--- config.mk ---
export PLATFORM = sky130hd
export DESIGN_NAME = wb_decoder
export DESIGN_NICKNAME = d
export VERILOG_FILES = /design/src/common/iob_wb_pkg.sv /design/src/rtl/wb_decoder.sv
export SDC_FILE = /design/constraint.sdc
export NUM_CORES = 1
export LEC_CHECK = 0
export BUFFER_PORTS_ARGS = -buffer_cell sky130_fd_sc_hd__buf_2
export CORE_AREA = 2 2 122 124
export DETAILED_ROUTE_END_ITERATION = 10
export DIE_AREA = 0 0 124 126
export PLACE_DENSITY = 0.5
export SYNTH_ARGS = -nofsm -noshare
export SYNTH_HDL_FRONTEND = slang
export SYNTH_SLANG_ARGS = --single-unit
--- constraint.sdc ---
create_clock -name vclk -period 2.2
set_clock_uncertainty 0.05 [all_clocks]
set_input_delay 0.22 -clock vclk [all_inputs]
set_output_delay 0.22 -clock vclk [all_outputs]
set_load 0.1 [all_outputs]
--- src/common/iob_wb_pkg.sv ---
`default_nettype none

package iob_wb_pkg;

   localparam int ADDR_W = 32;           // Byte address
   localparam int DATA_W = 32;
   localparam int STRB_W = DATA_W / 8;

   // IOb native request, a write has a nonzero wstrb
   typedef struct packed {
      logic              avalid;
      logic [ADDR_W-1:0] addr;
      logic [DATA_W-1:0] wdata;
      logic [STRB_W-1:0] wstrb;
   } iob_req_t;

   typedef struct packed {
      logic              rvalid;
      logic [DATA_W-1:0] rdata;
      logic              ready;
   } iob_resp_t;

   // Wishbone classic, master side
   typedef struct packed {
      logic              cyc;
      logic              stb;
      logic              we;
      logic [STRB_W-1:0] sel;
      logic [ADDR_W-1:0] addr;
      logic [DATA_W-1:0] data;
   } wb_req_t;

   // Wishbone classic, slave side
   typedef struct packed {
      logic              ack;
      logic [DATA_W-1:0] data;
   } wb_resp_t;

endpackage

`default_nettype wire
--- src/rtl/wb_decoder.sv ---
`timescale 1ns/1ns
`default_nettype none

module wb_decoder #(
   parameter int SEL_BIT = 10
) (
   input  iob_wb_pkg::wb_req_t  wb_req_i,
   output iob_wb_pkg::wb_resp_t wb_resp_o,
   output iob_wb_pkg::wb_req_t  wb_req0_o,
   output iob_wb_pkg::wb_req_t  wb_req1_o,
   input  iob_wb_pkg::wb_resp_t wb_resp0_i,
   input  iob_wb_pkg::wb_resp_t wb_resp1_i
);

   logic hit1;

   assign hit1 = wb_req_i.addr[SEL_BIT];   // Bank select

   always_comb begin
      wb_req0_o     = wb_req_i;
      wb_req0_o.cyc = wb_req_i.cyc & ~hit1;
      wb_req0_o.stb = wb_req_i.stb & ~hit1;
      wb_req1_o     = wb_req_i;
      wb_req1_o.cyc = wb_req_i.cyc & hit1;
      wb_req1_o.stb = wb_req_i.stb & hit1;
   end

   // Address is held until ack, so the select still points at the acking slave
   always_comb begin
      if (hit1) begin
         wb_resp_o = wb_resp1_i;
      end else begin
         wb_resp_o = wb_resp0_i;
      end
   end

   always_comb begin
      a_one_ack : assert (!(wb_resp0_i.ack === 1'b1 && wb_resp1_i.ack === 1'b1))
         else $error("Both slaves acknowledged");
   end

endmodule

`default_nettype wire

Yosys cells after proc, flatten, opt, wreduce, memory -nomap -nowiden
Cells that the tools add are included.
Operators by class
  bitwise logic cells: 5
  reductions and logical operators: 0
  $add $sub $neg: 0
  div/mod/pow operators: 0
  magnitude comparators: 0
  muxes and demuxes: 1
  shift operators: 0
  multipliers: 0
  equal/unequal tests: 0
Operators with widths (count)
  33-bit 2-to-1 mux: 1
  1-bit bitwise AND: 4
  1-bit inverter: 1
Storage, ports and cells
  memories: 0
  memory bits (read-only): 0
  register bits: 0
  bits in latches: 0
  RAM bits: 0

Depth between registers and ports, before layout
  depth in word-level cells: 2
  mapped depth: 3

Least setup slack after synthesis
Ideal clock, no wire load.
  kind: input to output
  from: in wb_req_i[42] (netlist bit)
  to: out wb_req0_o[69] (netlist bit)
  stages on the path: 3
  data required time: 1.930 ns
  data arrival time: 1.839 ns
  path slack: 0.091 ns
  path buffers: 2
  path through: buf_6 > buf_6 > nor2b_1
RTL lines
  from (decl): RTL line wb_decoder.sv:7  | input iob_wb_pkg::wb_req_t wb_req_i,
  to (decl): RTL line wb_decoder.sv:9  | output iob_wb_pkg::wb_req_t wb_req0_o,

==> results.sh <==
export IMPL_status="finished clean"
export IMPL_fin_crit_sh=0.730
export IMPL_post_synth_top_count_cell="buf_4"
export IMPL_seq_cells=0
export IMPL_critPathSlowestCell="buf_2"
export IMPL_die_h_um=126
export IMPL_path_buf_inv=3
export IMPL_multi_input_area_um2=494
export IMPL_tightest_slew_ns=0.483
export IMPL_synth_top_family_by_area="buffers and inverters"
export IMPL_synth_simple_gate_area_share=0.0157
export IMPL_worstSetupStartpointType="primary input"
export IMPL_ant_nets=0
export IMPL_cts_resized=0
export IMPL_syn_inst=179
export IMPL_gp_congestion=0.613
export IMPL_cap_violations=0
export IMPL_hold_class="in -> out"
export IMPL_via_per_inst=2.65
export IMPL_synth_compound_area_frac=0
export IMPL_cp_common_cell="buf_12"
export IMPL_synth_warnings=0
export IMPL_endpoint="wb_resp_o[13]"
export IMPL_layout_nets=286
export IMPL_first_iter_violations=13
export IMPL_cp_required_ns=1.93
export IMPL_finalWirelength_um=4030
export IMPL_drc=0
export IMPL_cts_setup_buffers=0
export IMPL_yosys_top_cells_count="buf_4 (138), mux2_4 (26), mux2_2 (7)"
export IMPL_first_pass_iters=2
export IMPL_tns_ns=0
export IMPL_ir_drop_mv=0.130
export IMPL_synth_largest_area_cell="buf_4"
export IMPL_power_density_nw_per_um2=437
export IMPL_grt_pass1_wl_um=5180
export IMPL_grt_max_degree=16
export IMPL_crit_chain="buf_2 -> buf_12 -> mux2_4 -> buf_12"
export IMPL_synth_mux_area_frac=0.295
export IMPL_cp_num_cells=4
export IMPL_ys_seq_area_frac=0
export IMPL_area_delta_synth_final_pct=16.8
export IMPL_final_core_util=0.130
export IMPL_synthAdderAreaFrac=0
export IMPL_yosys_top_cells_area="buf_4 (65%), mux2_4 (25%), mux2_2 (4.9%)"
export IMPL_maxSlewViolCount=0
export IMPL_io_pins=312
export IMPL_finalHoldViolCount=0
export IMPL_core_area_um2=14300
export IMPL_postPlaceCellArea_um2=1860
export IMPL_cp_max_fo=15
export IMPL_max_freq_ghz=0.622
export IMPL_route_vias_total=878
export IMPL_endpoint_kind="output pin"
export IMPL_synth_cell_types=7
export IMPL_rows=44
export IMPL_fin_hold_ws_ns=0.390
export IMPL_finalSetupViolCount=0
export IMPL_crit_path_start="wb_req_i[42]"
export IMPL_die_area_um2=15600
export IMPL_seq_area_um2=0
export IMPL_rsz0062_at_grt="no"
export IMPL_fin_area_um2=1860
export IMPL_cp_top_family="buffers and inverters"
export IMPL_synth_nets=316
export IMPL_synth_area_um2=1590
export IMPL_synth_avg_cell_area_um2=8.90
export IMPL_final_layout_size_suffix_gt1_frac=0.973
export IMPL_diodes=0
export IMPL_nClkBuffers=0
export IMPL_cts_hold_fix_buffers=0
export IMPL_slew_headroom=0.680
export IMPL_track_usage=0.0442
export IMPL_grt_ovfl_total=0
export IMPL_die_width_um=124
export IMPL_cellLeakagePower_nw=0.897
export IMPL_fillerInstances=1645
export IMPL_yosysTopAreaCellShare=0.650
export IMPL_start_util=0.111
export IMPL_slowest_delay_ns=0.36
export IMPL_io_buffers=108
export IMPL_first_global_vias=964
export IMPL_synth_xor_area_share=0
export IMPL_wl_per_cell_um=12.2
export IMPL_grt_antenna_before_repair=1
export IMPL_arrival_ns=1.34
export IMPL_worstSetupPathType="in -> out"
export IMPL_min_period_ns=1.61
## final cells by class
| class | count | share of cell area |
|---|---|---|
| multi-input combinational | 37 | 0.266 |
| timing repair buffer | 110 | 0.611 |
| tap | 184 | 0.124 |
## power breakdown
group	internal, mW	total, mW	switching, mW	leakage [nW]
combinational	0.313	0.813	0.500	0.897
clock	0	0	0	0
sequential	0	0	0	0
## kinds of logic after synthesis
group / count (synthesis)
muxes: 33
and+or+nand+nor: 4
buffers and inverters: 142
## stage by stage
| stage | std cells | total power, mW | setup WS [ns] |
|---|---|---|---|
| global route | 331 | 0.833 | 0.535 |
| detailed placement | 331 | 0.820 | 0.574 |
| finish | 331 | 0.813 | 0.593 |
| CTS | 331 | 0.821 | 0.569 |
| floorplan | 179 | 1.68 | 0.0915 |
| global placement | 331 | 0.818 | 0.577 |
## cell usage in the layout (no fill, tap or decap)
| master | n |
|---|---|
| buf_12 | 39 |
| nor2b_1 | 2 |
| mux2_4 | 26 |
| and2_1 | 2 |
| mux2_2 | 7 |
| buf_2 | 71 |
## worst min-delay path by stage
stage / endpoint / depth (start not counted) / start / slack, ns
6_report: wb_req0_o[20] / 0 / wb_req_i[20] / 0.39
5_1_grt: wb_req1_o[34] / 0 / wb_req_i[34] / 0.39
4_1_cts: wb_req0_o[63] / 0 / wb_req_i[63] / 0.39
3_5_place_dp: wb_req0_o[63] / 0 / wb_req_i[63] / 0.39
3_3_place_gp: wb_req0_o[63] / 0 / wb_req_i[63] / 0.39
2_1_floorplan: wb_req0_o[0] / 1 / wb_req_i[0] / 0.60
## per-layer routing
layer	part of all wire	global-route usage	wire, um
met1	0.27	0.0338	1070
met5	0.0040	0	16
met2	0.50	0.0837	2030
met4	0.085	0.0390	343
met3	0.14	0.0159	568
Power figures use the tool's default switching activity.
