==> src/common/iob_wb_pkg.sv <==
`default_nettype none

package iob_wb_pkg;

   localparam int ADDR_W = 32;           // Byte address
   localparam int DATA_W = 32;
   localparam int STRB_W = DATA_W / 8;

   // IOb native request, a write has a nonzero wstrb
   typedef struct packed {
      logic              avalid;
      logic [ADDR_W-1:0] addr;
      logic [DATA_W-1:0] wdata;
      logic [STRB_W-1:0] wstrb;
   } iob_req_t;

   typedef struct packed {
      logic              rvalid;
      logic [DATA_W-1:0] rdata;
      logic              ready;
   } iob_resp_t;

   // Wishbone classic, master side
   typedef struct packed {
      logic              cyc;
      logic              stb;
      logic              we;
      logic [STRB_W-1:0] sel;
      logic [ADDR_W-1:0] addr;
      logic [DATA_W-1:0] data;
   } wb_req_t;

   // Wishbone classic, slave side
   typedef struct packed {
      logic              ack;
      logic [DATA_W-1:0] data;
   } wb_resp_t;

endpackage

`default_nettype wire
==> src/iob2wishbone/iob2wishbone.sv <==
`timescale 1ns/1ns
`default_nettype none

module iob2wishbone #(
   parameter int ADDR_W     = iob_wb_pkg::ADDR_W,
   parameter int DATA_W     = iob_wb_pkg::DATA_W,
   parameter int READ_BYTES = 4
) (
   input  logic                  clk_i,
   input  logic                  cke_i,
   input  logic                  rst_i,
   input  iob_wb_pkg::iob_req_t  iob_req_i,
   output iob_wb_pkg::iob_resp_t iob_resp_o,
   output iob_wb_pkg::wb_req_t   wb_req_o,
   input  iob_wb_pkg::wb_resp_t  wb_resp_i
);

   localparam int STRB_W = DATA_W / 8;
   localparam logic [STRB_W-1:0] RB_MASK = STRB_W'((1 << READ_BYTES) - 1);

   logic              avalid_q;   // Request outstanding
   logic [ADDR_W-1:0] addr_q;
   logic [DATA_W-1:0] wdata_q;
   logic [STRB_W-1:0] sel_q;
   logic              we_q;
   logic              ack_q;
   logic [DATA_W-1:0] rdata_q;
   logic              we;
   logic [STRB_W-1:0] sel;

   assign we  = |iob_req_i.wstrb;
   assign sel = we ? iob_req_i.wstrb : RB_MASK << iob_req_i.addr[1:0];

   // Live request on acceptance, held copy afterwards
   always_comb begin
      wb_req_o.stb = iob_req_i.avalid | avalid_q;
      wb_req_o.cyc = wb_req_o.stb;
      if (iob_req_i.avalid) begin
         wb_req_o.we   = we;
         wb_req_o.sel  = sel;
         wb_req_o.addr = iob_req_i.addr;
         wb_req_o.data = iob_req_i.wdata;
      end else begin
         wb_req_o.we   = we_q;
         wb_req_o.sel  = sel_q;
         wb_req_o.addr = addr_q;
         wb_req_o.data = wdata_q;
      end
   end

   always_comb begin
      iob_resp_o.rvalid = cke_i & ack_q & ~we_q;     // Reads only
      iob_resp_o.rdata  = rdata_q;
      iob_resp_o.ready  = cke_i & (~avalid_q | ack_q);
   end

   always_ff @(posedge clk_i) begin
      if (rst_i) begin
         avalid_q <= 1'b0;
         ack_q    <= 1'b0;
      end else if (cke_i) begin
         if (iob_req_i.avalid | wb_resp_i.ack) begin
            avalid_q <= iob_req_i.avalid;            // Set on accept, clear on ack
         end
         ack_q <= wb_resp_i.ack;
      end
   end

   always_ff @(posedge clk_i) begin
      if (cke_i) begin
         if (iob_req_i.avalid) begin
            addr_q  <= iob_req_i.addr;
            wdata_q <= iob_req_i.wdata;
            sel_q   <= sel;
            we_q    <= we;
         end
         if (wb_resp_i.ack) begin
            rdata_q <= wb_resp_i.data;
         end
      end
   end

   a_ack_has_req : assert property (@(posedge clk_i) disable iff (rst_i)
      wb_resp_i.ack |-> (avalid_q | iob_req_i.avalid))
      else $error("Wishbone ack without a request");

   // Master must wait for ready before raising avalid
   a_avalid_ready : assert property (@(posedge clk_i) disable iff (rst_i)
      iob_req_i.avalid |-> iob_resp_o.ready)
      else $error("avalid while ready low");

endmodule

`default_nettype wire

==> config.mk <==
export PLATFORM = sky130hd
export DESIGN_NAME = iob2wishbone
export DESIGN_NICKNAME = d
export VERILOG_FILES = /design/src/common/iob_wb_pkg.sv /design/src/iob2wishbone/iob2wishbone.sv
export SDC_FILE = /design/constraint.sdc
export NUM_CORES = 1
export LEC_CHECK = 0
export BUFFER_PORTS_ARGS = -buffer_cell sky130_fd_sc_hd__buf_2
export CAP_MARGIN = 20
export CORE_ASPECT_RATIO = 2
export CORE_MARGIN = 2
export CORE_UTILIZATION = 47
export CTS_BUF_LIST = sky130_fd_sc_hd__clkbuf_8
export CTS_CLUSTER_SIZE = 20
export DETAILED_ROUTE_END_ITERATION = 6
export PLACE_DENSITY = 0.83
export SYNTH_ARGS = -nofsm -noshare
export SYNTH_HDL_FRONTEND = slang
export SYNTH_SLANG_ARGS = --single-unit
==> constraint.sdc <==
create_clock -name clk_i -period 2.85 [get_ports clk_i]
set_input_delay 0.1425 -clock clk_i [delete_from_list [all_inputs] [get_ports clk_i]]
set_output_delay 0.1425 -clock clk_i [all_outputs]
set_load 0.05 [all_outputs]
; ---- After elaboration in Yosys (flattened, before gate mapping)
; Index checks and enable logic that the tools add are counted.
[totals]
output_inout_bits = 105
reg_bits = 103
inputBits = 105
word_cells = 22
[classes]
shift = 1
n_reduce_logical = 4
n_bitwise = 8
muxes = 2
[op_table]
columns = op, count
row1 = 2-to-1 mux 69 bit, 1
row2 = AND reduction 2 bit, 3
row3 = 2-to-1 mux 4 bit, 1
row4 = OR reduction 4 bit, 1
row5 = left shift 4 x 2 -> 4 bit (first input constant), 1
row6 = bitwise AND 1 bit, 3
row7 = OR 1 bit, 3
row8 = NOT 1 bit, 2

; ---- Depth between registers and ports, before layout
; Gate-level depths: netlist (run 1).
[logic_depth]
ltp_word = 3
depth_mapped = 4
mapped_depth_nobuf = 2

; ---- Worst setup path after synthesis (run 1)
; Ideal clock, no wire load.
[synth_path]
path_type = input to register
from = input port iob_req_i[68] (netlist name)
to = register addr_q[0], enable pin
slack_ns = 0.474
arrival_time_ns = 1.940
path_stages = 2
n_path_buf = 1
required_ns = 2.415
setup_ns = 0.435
cell_sequence = buf_4 -> and2_1
[synth_via]
elab_chain_len = 1
[synth_rtl]
columns = item, line_no
row1 = start: declaration, iob2wishbone.sv:12  ; input iob_wb_pkg::iob_req_t iob_req_i,
row2 = AND reduction 2 bit (no source line), -
row3 = end signal: assignment, iob2wishbone.sv:72  ; addr_q <= iob_req_i.addr;
row4 = end: declaration, iob2wishbone.sv:22  ; logic [ADDR_W-1:0] addr_q;
; Every way passes these cells.
; A chain may end at the register's enable or synchronous reset.

==> metrics, run 1 <==
Clock Tree Root=sky130_fd_sc_hd__clkbuf_8; Unique masters post-synth=22; depth of the worst register-to-register path=2; Global Route Usage Sum=about a quarter; maximum fanout count along the critical path=36; switch share=about 32%; clock tree sinks=between 100 and 150; total die area=~9400 sq um; largest cells by area after synthesis=sky130_fd_sc_hd__edfxtp_1 75%, sky130_fd_sc_hd__mux2_2 18%, sky130_fd_sc_hd__buf_4 1.1%; number of enable-type register cells in the synthesized netlist=101; width of the die=approximately 70 um; remaining number of nets flagged by the antenna check after routing=0; total negative setup slack=0 ps; Ant. Diodes=0; Die Span Y=135 um; pin count of the biggest net entering global routing=a little over 60; GPL Wtd Cong=0.820; max-slew violation count=0; detailed-route vias per instance=about 5; synthesized flop and latch total=a little over 100; Clk Latency, worst-skew pair=350 ps; FP Rows=between 40 and 50; leakage power summed over all cells=about 2.6 nW; drt total wl=11500 um; maximum ir drop on the vdd rail=0.424 mV; Max Freq=approximately 0.57 GHz; Avg Inst Size Synth=around 20 sq um; Final Net Count=approximately 620; power per standard cell area=557 nW/um^2; status=complete, no violations; remaining global-route overflow=0; cell area after placement=about 5200 sq um; Slew HR=between 70% and 80%; Switching Power=1.14 mW; deepest clock path buffer count=2; initial standard-cell utilization of the core=47.6%; cell taking the most area after synthesis=sky130_fd_sc_hd__edfxtp_1; antenna violations before repair=0; dominant synthesized flop cell=sky130_fd_sc_hd__edfxtp_1; drt first-iter violations=200; H-tree levels=3; Post-Synthesis Cell Area=roughly 4100 sq um; sequential area share after synthesis=roughly three quarters; Worst Path Arrival=between 1500 and 2000 ps; Ports=210; Setup crit end kind=output port; cell area after layout=6360 sq um; number of cells in the finished layout apart from fillers=624; Post-Route Skew=0 ps; Worst Hold Launch=iob_req_i[37]; number of design rule violations left after detail routing=0; area of the core region=approximately 8500 sq um; final-report setup violation count=0; global-route wire length before repair=roughly 17000 um; fraction of final layout cells with drive strength greater than 1=a little under three fifths; Yosys warnings=0; worst slew pin tran=between 400 and 500 ps; CP Launch Type=input port; top cell type's share of synthesized area=74.7%; CTS-repair resized insts=0; number of port buffers=209; start point of the critical path=iob_req_i[68]; detailed placement HPWL=around 6900 um; required time of the worst setup path=between 2000 and 3000 ps; category of the most critical setup path=input port to output port; Initial DRT Pass Iterations=4; setup repair after global routing missed its margin=false; number of clock buffers inserted by TritonCTS=9; Hold Path Cell Cnt=1; max-cap viol count=0; TritonCTS clock tree=built; sequential group share of total power=50.9%; final-report hold violation count=0; internal power of the cells=~2.4 mW; total vias in the final route=3141; count of mapped cells out of synthesis=208; relative area change from synthesis to final layout=56.5%; syn_nets=around 310; Post-synth ARST share=0%; drt wl/cell=~18 um; final critical-path share of the clock period=61.6%; clock transition at the registers of the reported paths=approximately 100 ps; Min-Delay Path Class=input port to flop; share of power burned in combinational logic=roughly a quarter; cell count after placement=roughly 510; vias in the first global route=between 3000 and 4000; clock network power share=a little under a quarter; beginning of the worst register-to-register path=avalid_q; clock period minus final worst setup slack=~1800 ps
==> cell usage after synthesis, drive strengths merged (2+ instances only) <==
cell type,n
a21boi,2
a21o,2
a31o,2
and2,2
buf,9
dfxtp,2
edfxtp,101
mux2,66
nand2,2
nand2b,2
nor2,5
nor3,2
o22a,2
or2,3
==> metrics by stage <==
stage	setup WS [ps]	util, %	hold slack, ps	total power, mW
final	1090	74.6	28.5	3.54
after global routing	1030	74.6	14.9	3.67
after CTS	1100	74.6	6.73	3.56
after detailed placement	1100	61.2	321	2.63
after global placement	1160	61.2	314	2.61
after floorplan	474	-	215	2.41
==> power groups by stage <==
| stage | combinational, mW | clock, mW | sequential, mW |
|---|---|---|---|
| after global routing | 0.945 | 0.907 | 1.81 |
| after detailed placement | 0.796 | 0 | 1.84 |
| after CTS | 0.901 | 0.855 | 1.80 |
| final | 0.912 | 0.826 | 1.80 |
| after floorplan | 0.469 | 0 | 1.94 |
| after global placement | 0.784 | 0 | 1.83 |
==> state kept, by name (all words and copies together) (netlist names) <==
| signal | count |
|---|---|
| addr_q | 32 |
| rdata_q | 32 |
| ack_q | 1 |
| we_q | 1 |
| wdata_q | 32 |
| avalid_q | 1 |
| sel_q | 4 |
==> final cells by class <==
| cell class | instances | area (sq um) |
|---|---|---|
| clock buffer | 9 | 124 |
| clock inverter | 7 | 56.3 |
| fill | 519 | 2170 |
| inverter | 1 | 3.75 |
| multi-input combinational | 95 | 927 |
| sequential | 103 | 3070 |
| tap | 100 | 125 |
| timing repair buffer | 309 | 2050 |
==> placed cells by master (no fill, tap or decap) <==
cell type                       count
sky130_fd_sc_hd__nor4_1             1
sky130_fd_sc_hd__mux2_2            64
sky130_fd_sc_hd__nand2b_1           2
sky130_fd_sc_hd__a21boi_0           2
sky130_fd_sc_hd__inv_6              1
sky130_fd_sc_hd__inv_1              2
sky130_fd_sc_hd__a31o_1             2
sky130_fd_sc_hd__edfxtp_1         101
sky130_fd_sc_hd__or2_2              3
sky130_fd_sc_hd__and2_2             1
sky130_fd_sc_hd__a21oi_1            1
sky130_fd_sc_hd__nor3_1             2
sky130_fd_sc_hd__buf_12             1
sky130_fd_sc_hd__a21o_1             2
sky130_fd_sc_hd__clkinvlp_4         2
sky130_fd_sc_hd__buf_4              3
sky130_fd_sc_hd__o21ba_2            1
sky130_fd_sc_hd__buf_2            209
sky130_fd_sc_hd__mux2i_1            1
sky130_fd_sc_hd__nand2_1            2
sky130_fd_sc_hd__o22a_1             2
sky130_fd_sc_hd__clkinv_4           2
sky130_fd_sc_hd__clkbuf_8           9
sky130_fd_sc_hd__inv_8              1
sky130_fd_sc_hd__dfxtp_1            2
sky130_fd_sc_hd__dlygate4sd3_1     96
sky130_fd_sc_hd__nor2_1             5
sky130_fd_sc_hd__a31oi_1            1
sky130_fd_sc_hd__and2_1             1
sky130_fd_sc_hd__mux2_1             2
==> cell families (layout without fill, tap and decap cells) <==
family                 count (synthesis)  count (layout)  synth area share [%]
flip-flops                           103             103                  75.6
buffers and inverters                 10             326                  1.57
AO/OA/AOI/OAI                         11              11                  2.12
AND/OR/NAND/NOR                       17              17                  2.13
multiplexers                          67              67                  18.5
==> final timing paths <==
path	endpoint	slack, ps
max	wb_req_o[7]	1090
min	addr_q[1]	30
min reg2reg	ack_q	540
max reg2reg	avalid_q	2120
==> per-layer routing <==
layer / up-vias / track usage [%] / share of wire [%]
met4: 0 / 11.8 / 3.5
met1: 1515 / 24.6 / 35
met2: 159 / 44.7 / 56
li1: 1434 / - / -
met5: - / 0 / 0
met3: 33 / 5.80 / 5.5
==> repair_timing <==
item	in CTS	in global routing
setup buffers	0	0
endpoints found under the hold margin	96	0
endpoints found under the setup margin	0	0
hold buffers	96	0
==> worst max-delay path, cell delays in order <==
cell	delay (ps)
sky130_fd_sc_hd__buf_2	340
sky130_fd_sc_hd__buf_4	480
sky130_fd_sc_hd__mux2_2	410
sky130_fd_sc_hd__buf_2	220
No activity file was read; power rests on OpenSTA's default activity.
==> run 2, diff against run 1 <==
==> constraint.sdc (replaced) <==
create_clock -name clk_i -period 1.8 [get_ports clk_i]
set_input_delay 0.09 -clock clk_i [delete_from_list [all_inputs] [get_ports clk_i]]
set_output_delay 0.09 -clock clk_i [all_outputs]
set_load 0.05 [all_outputs]
==> run 2 against run 1 <==
Net effect: setup slack worse by 910 ps; clock-buffer cell count unchanged; non-clock buffer count grew 4; sequential cell count unchanged; final cell count is 0.64% higher; global-route usage shrank 0.86 points; total power grew 61%; clock power is 72% higher; worst hold slack improved by 33 ps; clock skew is the same; core utilization rose by 0.75 points; combinational power up 58%; critical path type unchanged; largest power group unchanged.
==> metrics, run 2 (synthesized netlist as in run 1, its figures left out) <==
sum of buffers and inverters on the critical path=3 (unchanged); number of cells in the finished layout apart from fillers=628 (was 624); Clock Tree Root=sky130_fd_sc_hd__clkbuf_8 (unchanged); Worst Hold Margin=61.5 ps (was 28.5 ps); ordered list of cells on the worst path=dlygate4sd3_1 -> buf_2 -> nor4_1 -> o22a_1 -> buf_2 (was buf_2 -> buf_4 -> mux2_2 -> buf_2); fraction of final layout cells with drive strength greater than 1=56.4% (was 56.7%); Clk Latency, worst-skew pair=350 ps (about the same); drt wl/cell=17.6 um (was 18.3 um); maximum ir drop on the vdd rail=0.581 mV (was 0.424 mV); clock tree sinks=103 (unchanged); initial standard-cell utilization of the core=47.6% (unchanged); TritonCTS clock tree=built (unchanged); total negative setup slack=0 ps (unchanged); total number of cells along the worst setup path=5 (was 4); leading cell types in the layout, fill and taps excluded=209 x sky130_fd_sc_hd__buf_2, 101 x sky130_fd_sc_hd__edfxtp_1, 98 x sky130_fd_sc_hd__dlygate4sd3_1 (was 209 x sky130_fd_sc_hd__buf_2, 101 x sky130_fd_sc_hd__edfxtp_1, 96 x sky130_fd_sc_hd__dlygate4sd3_1); max-slew violation count=0 (unchanged); Max Freq=0.619 GHz; remaining number of nets flagged by the antenna check after routing=0 (unchanged); detailed-route vias per instance=4.92 (was 5.03); depth of the worst register-to-register path=3 (was 2); overall power=5.72 mW (was 3.54 mW); clock transition at the registers of the reported paths=90 ps (was 100 ps); Slew HR=72.8% (was 70.3%); Initial DRT Pass Iterations=4 (unchanged); Post-Route Skew=0 ps (unchanged); final-report setup violation count=0 (unchanged); Ant. Diodes=0 (unchanged); maximum fanout count along the critical path=5 (was 36); remaining global-route overflow=0 (unchanged); top cell family by delay on the critical path=buffers and inverters (unchanged); drt first-iter violations=176 (was 200); cell area after placement=5250 sq um (was 5220 sq um); CP Launch Type=input port (unchanged); leakage power summed over all cells=2.67 nW (was 2.64 nW); power per standard cell area=890 nW/um^2 (was 557 nW/um^2); Setup crit end kind=output port (unchanged); area of the core region=8530 sq um (unchanged); Die Span Y=135 um (unchanged); final critical-path share of the clock period=between 80% and 90%; deepest clock path buffer count=2 (unchanged); relative area change from synthesis to final layout=58.1% (was 56.5%); total die area=9450 sq um (unchanged); global-route track usage on met2=42.6% (was 44.7%); cell count after placement=514 (was 512); global-route wire length before repair=16600 um (was 17100 um); clock period minus final worst setup slack=1620 ps; final-report hold violation count=0 (unchanged); Worst Path Arrival=1530 ps (was 1610 ps); status=complete, no violations (unchanged); most frequent standard cell in the layout excluding fill and tap cells=sky130_fd_sc_hd__buf_2 (unchanged); met1 GRT Util=24.1% (was 24.6%); number of design rule violations left after detail routing=0 (unchanged); antenna violations before repair=0 (unchanged); Hold Path Cell Cnt=2 (was 1); worst slew pin tran=409 ps (was 445 ps); detailed placement HPWL=6660 um (was 6870 um); dominant cell type by count on the critical path=sky130_fd_sc_hd__buf_2 (unchanged); Final Net Count=628 (was 624); H-tree levels=3 (unchanged); FP Rows=48 (unchanged); Worst path max stage delay=550 ps (was 480 ps); Global Route Usage Sum=23.1% (was 24.0%); number of port buffers=209 (unchanged); number of clock buffers inserted by TritonCTS=9 (unchanged); library cell contributing the largest single delay on the critical path=sky130_fd_sc_hd__dlygate4sd3_1 (was sky130_fd_sc_hd__buf_4); drt total wl=11000 um (was 11500 um); width of the die=69.7 um (unchanged); pin count of the biggest net entering global routing=38 (was 61); required time of the worst setup path=1710 ps (was 2710 ps); Min-Delay Path Class=input port to flop (unchanged); GPL Wtd Cong=0.746 (was 0.820); setup slack after layout=184 ps (was 1090 ps); setup repair after global routing missed its margin=false (unchanged); utilization of the core after routing=75.3% (was 74.6%); Ports=210 (unchanged); total vias in the final route=3089 (was 3141); most crowded layer after global routing=met2 (unchanged); category of the most critical setup path=input port to output port (unchanged); GR met3 Demand/Resource=6.32% (was 5.80%); registers with the most flip-flops=addr_q (32), rdata_q (32), wdata_q (32) (unchanged); cell area after layout=6420 sq um (was 6360 sq um); pre-CTS worst setup slack=415 ps (was 1100 ps); max-cap viol count=0 (unchanged); vias in the first global route=3344 (was 3289)
## run 2: changes by cell type in the layout (fill, tap and decap cells not counted), sizes merged
cell,previous run,this run
buf,213,215
bufinv,0,1
clkinv,2,3
dlygate4sd3,96,98
inv,4,2
## run 2: layout make-up
type / instances / area (sq um)
Timing Repair Buffer: 313 / 2100
Fill cell: 520 / 2110
Multi-Input combinational cell: 95 / 927
Clock inverter: 7 / 72.6
Sequential cell: 103 / 3070
Clock buffer: 9 / 124
Tap cell: 100 / 125
Inverter: 1 / 3.75
## run 2: worst paths after layout
check	startpoint	endpoint	slack [ps]
worst min-delay path	iob_req_i[3]	sel_q[3]	60
worst max-delay path	iob_req_i[37]	wb_req_o[65]	180
worst max register to register	ack_q	ack_q	610
worst min register to register	avalid_q	avalid_q	680
## run 2: what timing repair did
item | in CTS | in global routing
setup buffers | 0 | 0
hold buffers | 98 | 0
endpoints found under the hold margin | 98 | 0
gates resized for setup | 0 | 0
## run 2: power breakdown
part | internal [mW] | switching, mW | total (mW)
clock network | 0.646 | 0.774 | 1.42
registers | 2.81 | 0.0471 | 2.86
logic | 0.485 | 0.957 | 1.44
## run 2: routing by layer
metal | up-vias | routed length [um] | share of wire [%]
met5 | - | 0 | 0
met4 | 0 | 337 | 3.1
met2 | 151 | 6140 | 56
met1 | 1461 | 3840 | 35
li1 | 1448 | - | -
met3 | 29 | 716 | 6.5
==> run 3, diff against run 2 <==
--- a/config.mk
+++ b/config.mk
@@ -14,6 +14,7 @@
 export CTS_CLUSTER_SIZE = 20
 export DETAILED_ROUTE_END_ITERATION = 6
 export PLACE_DENSITY = 0.83
+export SETUP_SLACK_MARGIN = 0.3
 export SYNTH_ARGS = -nofsm -noshare
 export SYNTH_HDL_FRONTEND = slang
 export SYNTH_SLANG_ARGS = --single-unit
==> constraint.sdc (replaced) <==
create_clock -name clk_i -period 1.8 [get_ports clk_i]
set_input_delay 0 -clock clk_i [delete_from_list [all_inputs] [get_ports clk_i]]
set_output_delay 0 -clock clk_i [all_outputs]
set_load 0.05 [all_outputs]
==> run 3 against run 2 <==
Net effect: die area unchanged; critical path depth fell by 2; sequential share of layout area decreased by 0.53 points; first-iteration DRC count increased by 7.4%; wire length grew 1.2%; total power is 2.3% higher; worst hold slack got worse by 15 ps; sequential cell count unchanged; register-to-register slack improved by 30 ps; sequential power hardly changed; critical endpoint is now wb_req_o[66]; largest power group unchanged.
==> metrics, run 3 (synthesized netlist as in run 1, its figures left out) <==
width of the die=69.7 um (unchanged); final-report hold violation count=0 (unchanged); most frequent standard cell in the layout excluding fill and tap cells=sky130_fd_sc_hd__buf_2 (unchanged); drt total wl=11200 um (was 11000 um); category of the most critical setup path=flop to output port (was input port to output port); Die Span Y=135 um (unchanged); area of the core region=8530 sq um (unchanged); clock period minus final worst setup slack=1440 ps (was 1620 ps); Slew HR=72.6% (was 72.8%); FP Rows=48 (unchanged); antenna violations before repair=0 (unchanged); switch share=30.3% (was 31.1%); share of power burned in combinational logic=24.9% (was 25.2%); remaining global-route overflow=0 (unchanged); Worst path max stage delay=370 ps (was 550 ps); Min-Delay Path Class=input port to flop (unchanged); ordered list of cells on the worst path=mux2_1 -> a31o_1 -> buf_2 (was dlygate4sd3_1 -> buf_2 -> nor4_1 -> o22a_1 -> buf_2); detailed-route vias per instance=4.95 (was 4.92); H-tree levels=3 (unchanged); number of clock buffers inserted by TritonCTS=9 (unchanged); library cell contributing the largest single delay on the critical path=sky130_fd_sc_hd__edfxtp_1 (was sky130_fd_sc_hd__dlygate4sd3_1); internal power of the cells=4.08 mW (was 3.94 mW); fillers=498 (was 520); FF-to-FF End=ack_q (unchanged); maximum ir drop on the vdd rail=0.685 mV (was 0.581 mV); initial standard-cell utilization of the core=47.6% (unchanged); Ant. Diodes=0 (unchanged); clock tree sinks=103 (unchanged); leakage power summed over all cells=2.70 nW (was 2.67 nW); final-report setup violation count=0 (unchanged); beginning of the worst register-to-register path=ack_q (unchanged); final critical-path share of the clock period=80.1% (was 89.8%); CP Launch Type=flop (was input port); required time of the worst setup path=1800 ps (was 1710 ps); vias in the first global route=3394 (was 3344); total vias in the final route=3123 (was 3089); fraction of final layout cells with drive strength greater than 1=56.3% (was 56.4%); pin count of the biggest net entering global routing=47 (was 38); Ports=210 (unchanged); setup repair after global routing missed its margin=true (was false); pre-CTS worst setup slack=542 ps (was 415 ps); worst slew pin tran=411 ps (was 409 ps); Multi-input gate area=936 sq um (was 927 sq um); clock transition at the registers of the reported paths=90 ps (about the same); Max Freq=0.694 GHz (was 0.619 GHz); Worst Path Arrival=1440 ps (was 1530 ps); power per standard cell area=901 nW/um^2 (was 890 nW/um^2); max-slew violation count=0 (unchanged); start point of the critical path=sel_q[2] (was iob_req_i[37]); maximum fanout count along the critical path=1 (was 5); status=complete, no violations (unchanged); detailed placement HPWL=6650 um (was 6660 um); TritonCTS clock tree=built (unchanged); Initial DRT Pass Iterations=4 (unchanged); Post-Route Skew=0 ps (unchanged); number of design rule violations left after detail routing=0 (unchanged); register-to-register setup slack=640 ps (was 610 ps); leading cell types in the layout, fill and taps excluded=208 x sky130_fd_sc_hd__buf_2, 102 x sky130_fd_sc_hd__dlygate4sd3_1, 101 x sky130_fd_sc_hd__edfxtp_1 (was 209 x sky130_fd_sc_hd__buf_2, 101 x sky130_fd_sc_hd__edfxtp_1, 98 x sky130_fd_sc_hd__dlygate4sd3_1); GPL Wtd Cong=0.779 (was 0.746); drt first-iter violations=189 (was 176); number of port buffers=209 (unchanged); drt wl/cell=17.7 um (was 17.6 um); clock network power share=26.3% (was 24.8%); sequential group share of total power=48.8% (was 49.9%); deepest clock path buffer count=2 (unchanged); overall power=5.85 mW (was 5.72 mW); Clk Latency, worst-skew pair=350 ps (about the same); Final Net Count=631 (was 628); end point of the critical path=wb_req_o[66] (was wb_req_o[65]); global-route wire length before repair=17100 um (was 16600 um); Worst Hold Launch=wb_resp_i[32] (was iob_req_i[3]); max-cap viol count=0 (unchanged); total negative setup slack=0 ps (unchanged); total die area=9450 sq um (unchanged); Switching Power=1.77 mW (was 1.78 mW); remaining number of nets flagged by the antenna check after routing=0 (unchanged); Clock Tree Root=sky130_fd_sc_hd__clkbuf_8 (unchanged); Setup crit end kind=output port (unchanged); registers with the most flip-flops=addr_q (32), rdata_q (32), wdata_q (32) (unchanged); FF+latch area=3070 sq um (unchanged); relative area change from synthesis to final layout=59.9% (was 58.1%); depth of the worst register-to-register path=3 (unchanged); Global Route Usage Sum=23.8% (was 23.1%); setup slack after layout=358 ps (was 184 ps)
## run 3: repair_timing
item | CTS | global route
endpoints found under the hold margin | 103 | 0
endpoints found under the setup margin | 0 | 2
hold buffers | 102 | 0
setup buffers | 0 | 0
resized for setup | 0 | 3
## run 3: area by class of cell
class / count / share of cell area, %
Multi-Input combinational cell: 95 / 14.4
Sequential cell: 103 / 47.3
Timing Repair Buffer: 316 / 33.0
Tap cell: 100 / 1.93
Clock buffer: 9 / 1.91
Inverter: 1 / 0.0578
Clock inverter: 7 / 1.37
## run 3: through the flow
stage | cells | hold WS [ps] | utilization, % | area (sq um)
after global placement | 513 | 178 | 61.6 | 5250
final | 631 | 47.0 | 76.2 | 6490
after global routing | 631 | 48.2 | 76.2 | 6490
after CTS | 631 | 28.1 | 76.0 | 6480
after floorplan | 208 | 72.4 | - | 4060
after detailed placement | 513 | 178 | 61.6 | 5250
## run 3: worst min-delay path by stage
stage                   to  cells after the start
6_report          avalid_q                      3
5_1_grt           avalid_q                      3
4_1_cts           avalid_q                      3
3_5_place_dp   rdata_q[17]                      1
3_3_place_gp   rdata_q[17]                      1
2_1_floorplan        ack_q                      1
## run 3: worst max-delay path, delay by kind of cell (launching register included)
kind                   cells  cell delay, ps
buffers and inverters      1             210
AOI/OAI and AO/OA          1             200
DFF                        1             370
muxes                      1             300
## run 3: power by group through the flow
| stage | combinational (mW) | clock [mW] | sequential [mW] |
|---|---|---|---|
| global placement | 1.25 | 0 | 2.90 |
| CTS | 1.44 | 1.58 | 2.85 |
| floorplan | 0.742 | 0 | 3.07 |
| global route | 1.52 | 1.66 | 2.87 |
| detailed placement | 1.27 | 0 | 2.90 |
| finish | 1.46 | 1.54 | 2.85 |
## run 3: metal layers
metal / vias up / global-route usage (%) / share of wire, %
met2: 145 / 44.9 / 56
met5: - / 0 / 0
met1: 1509 / 24.6 / 35
li1: 1446 / - / -
met4: 0 / 10.6 / 2.7
met3: 23 / 5.73 / 6.0
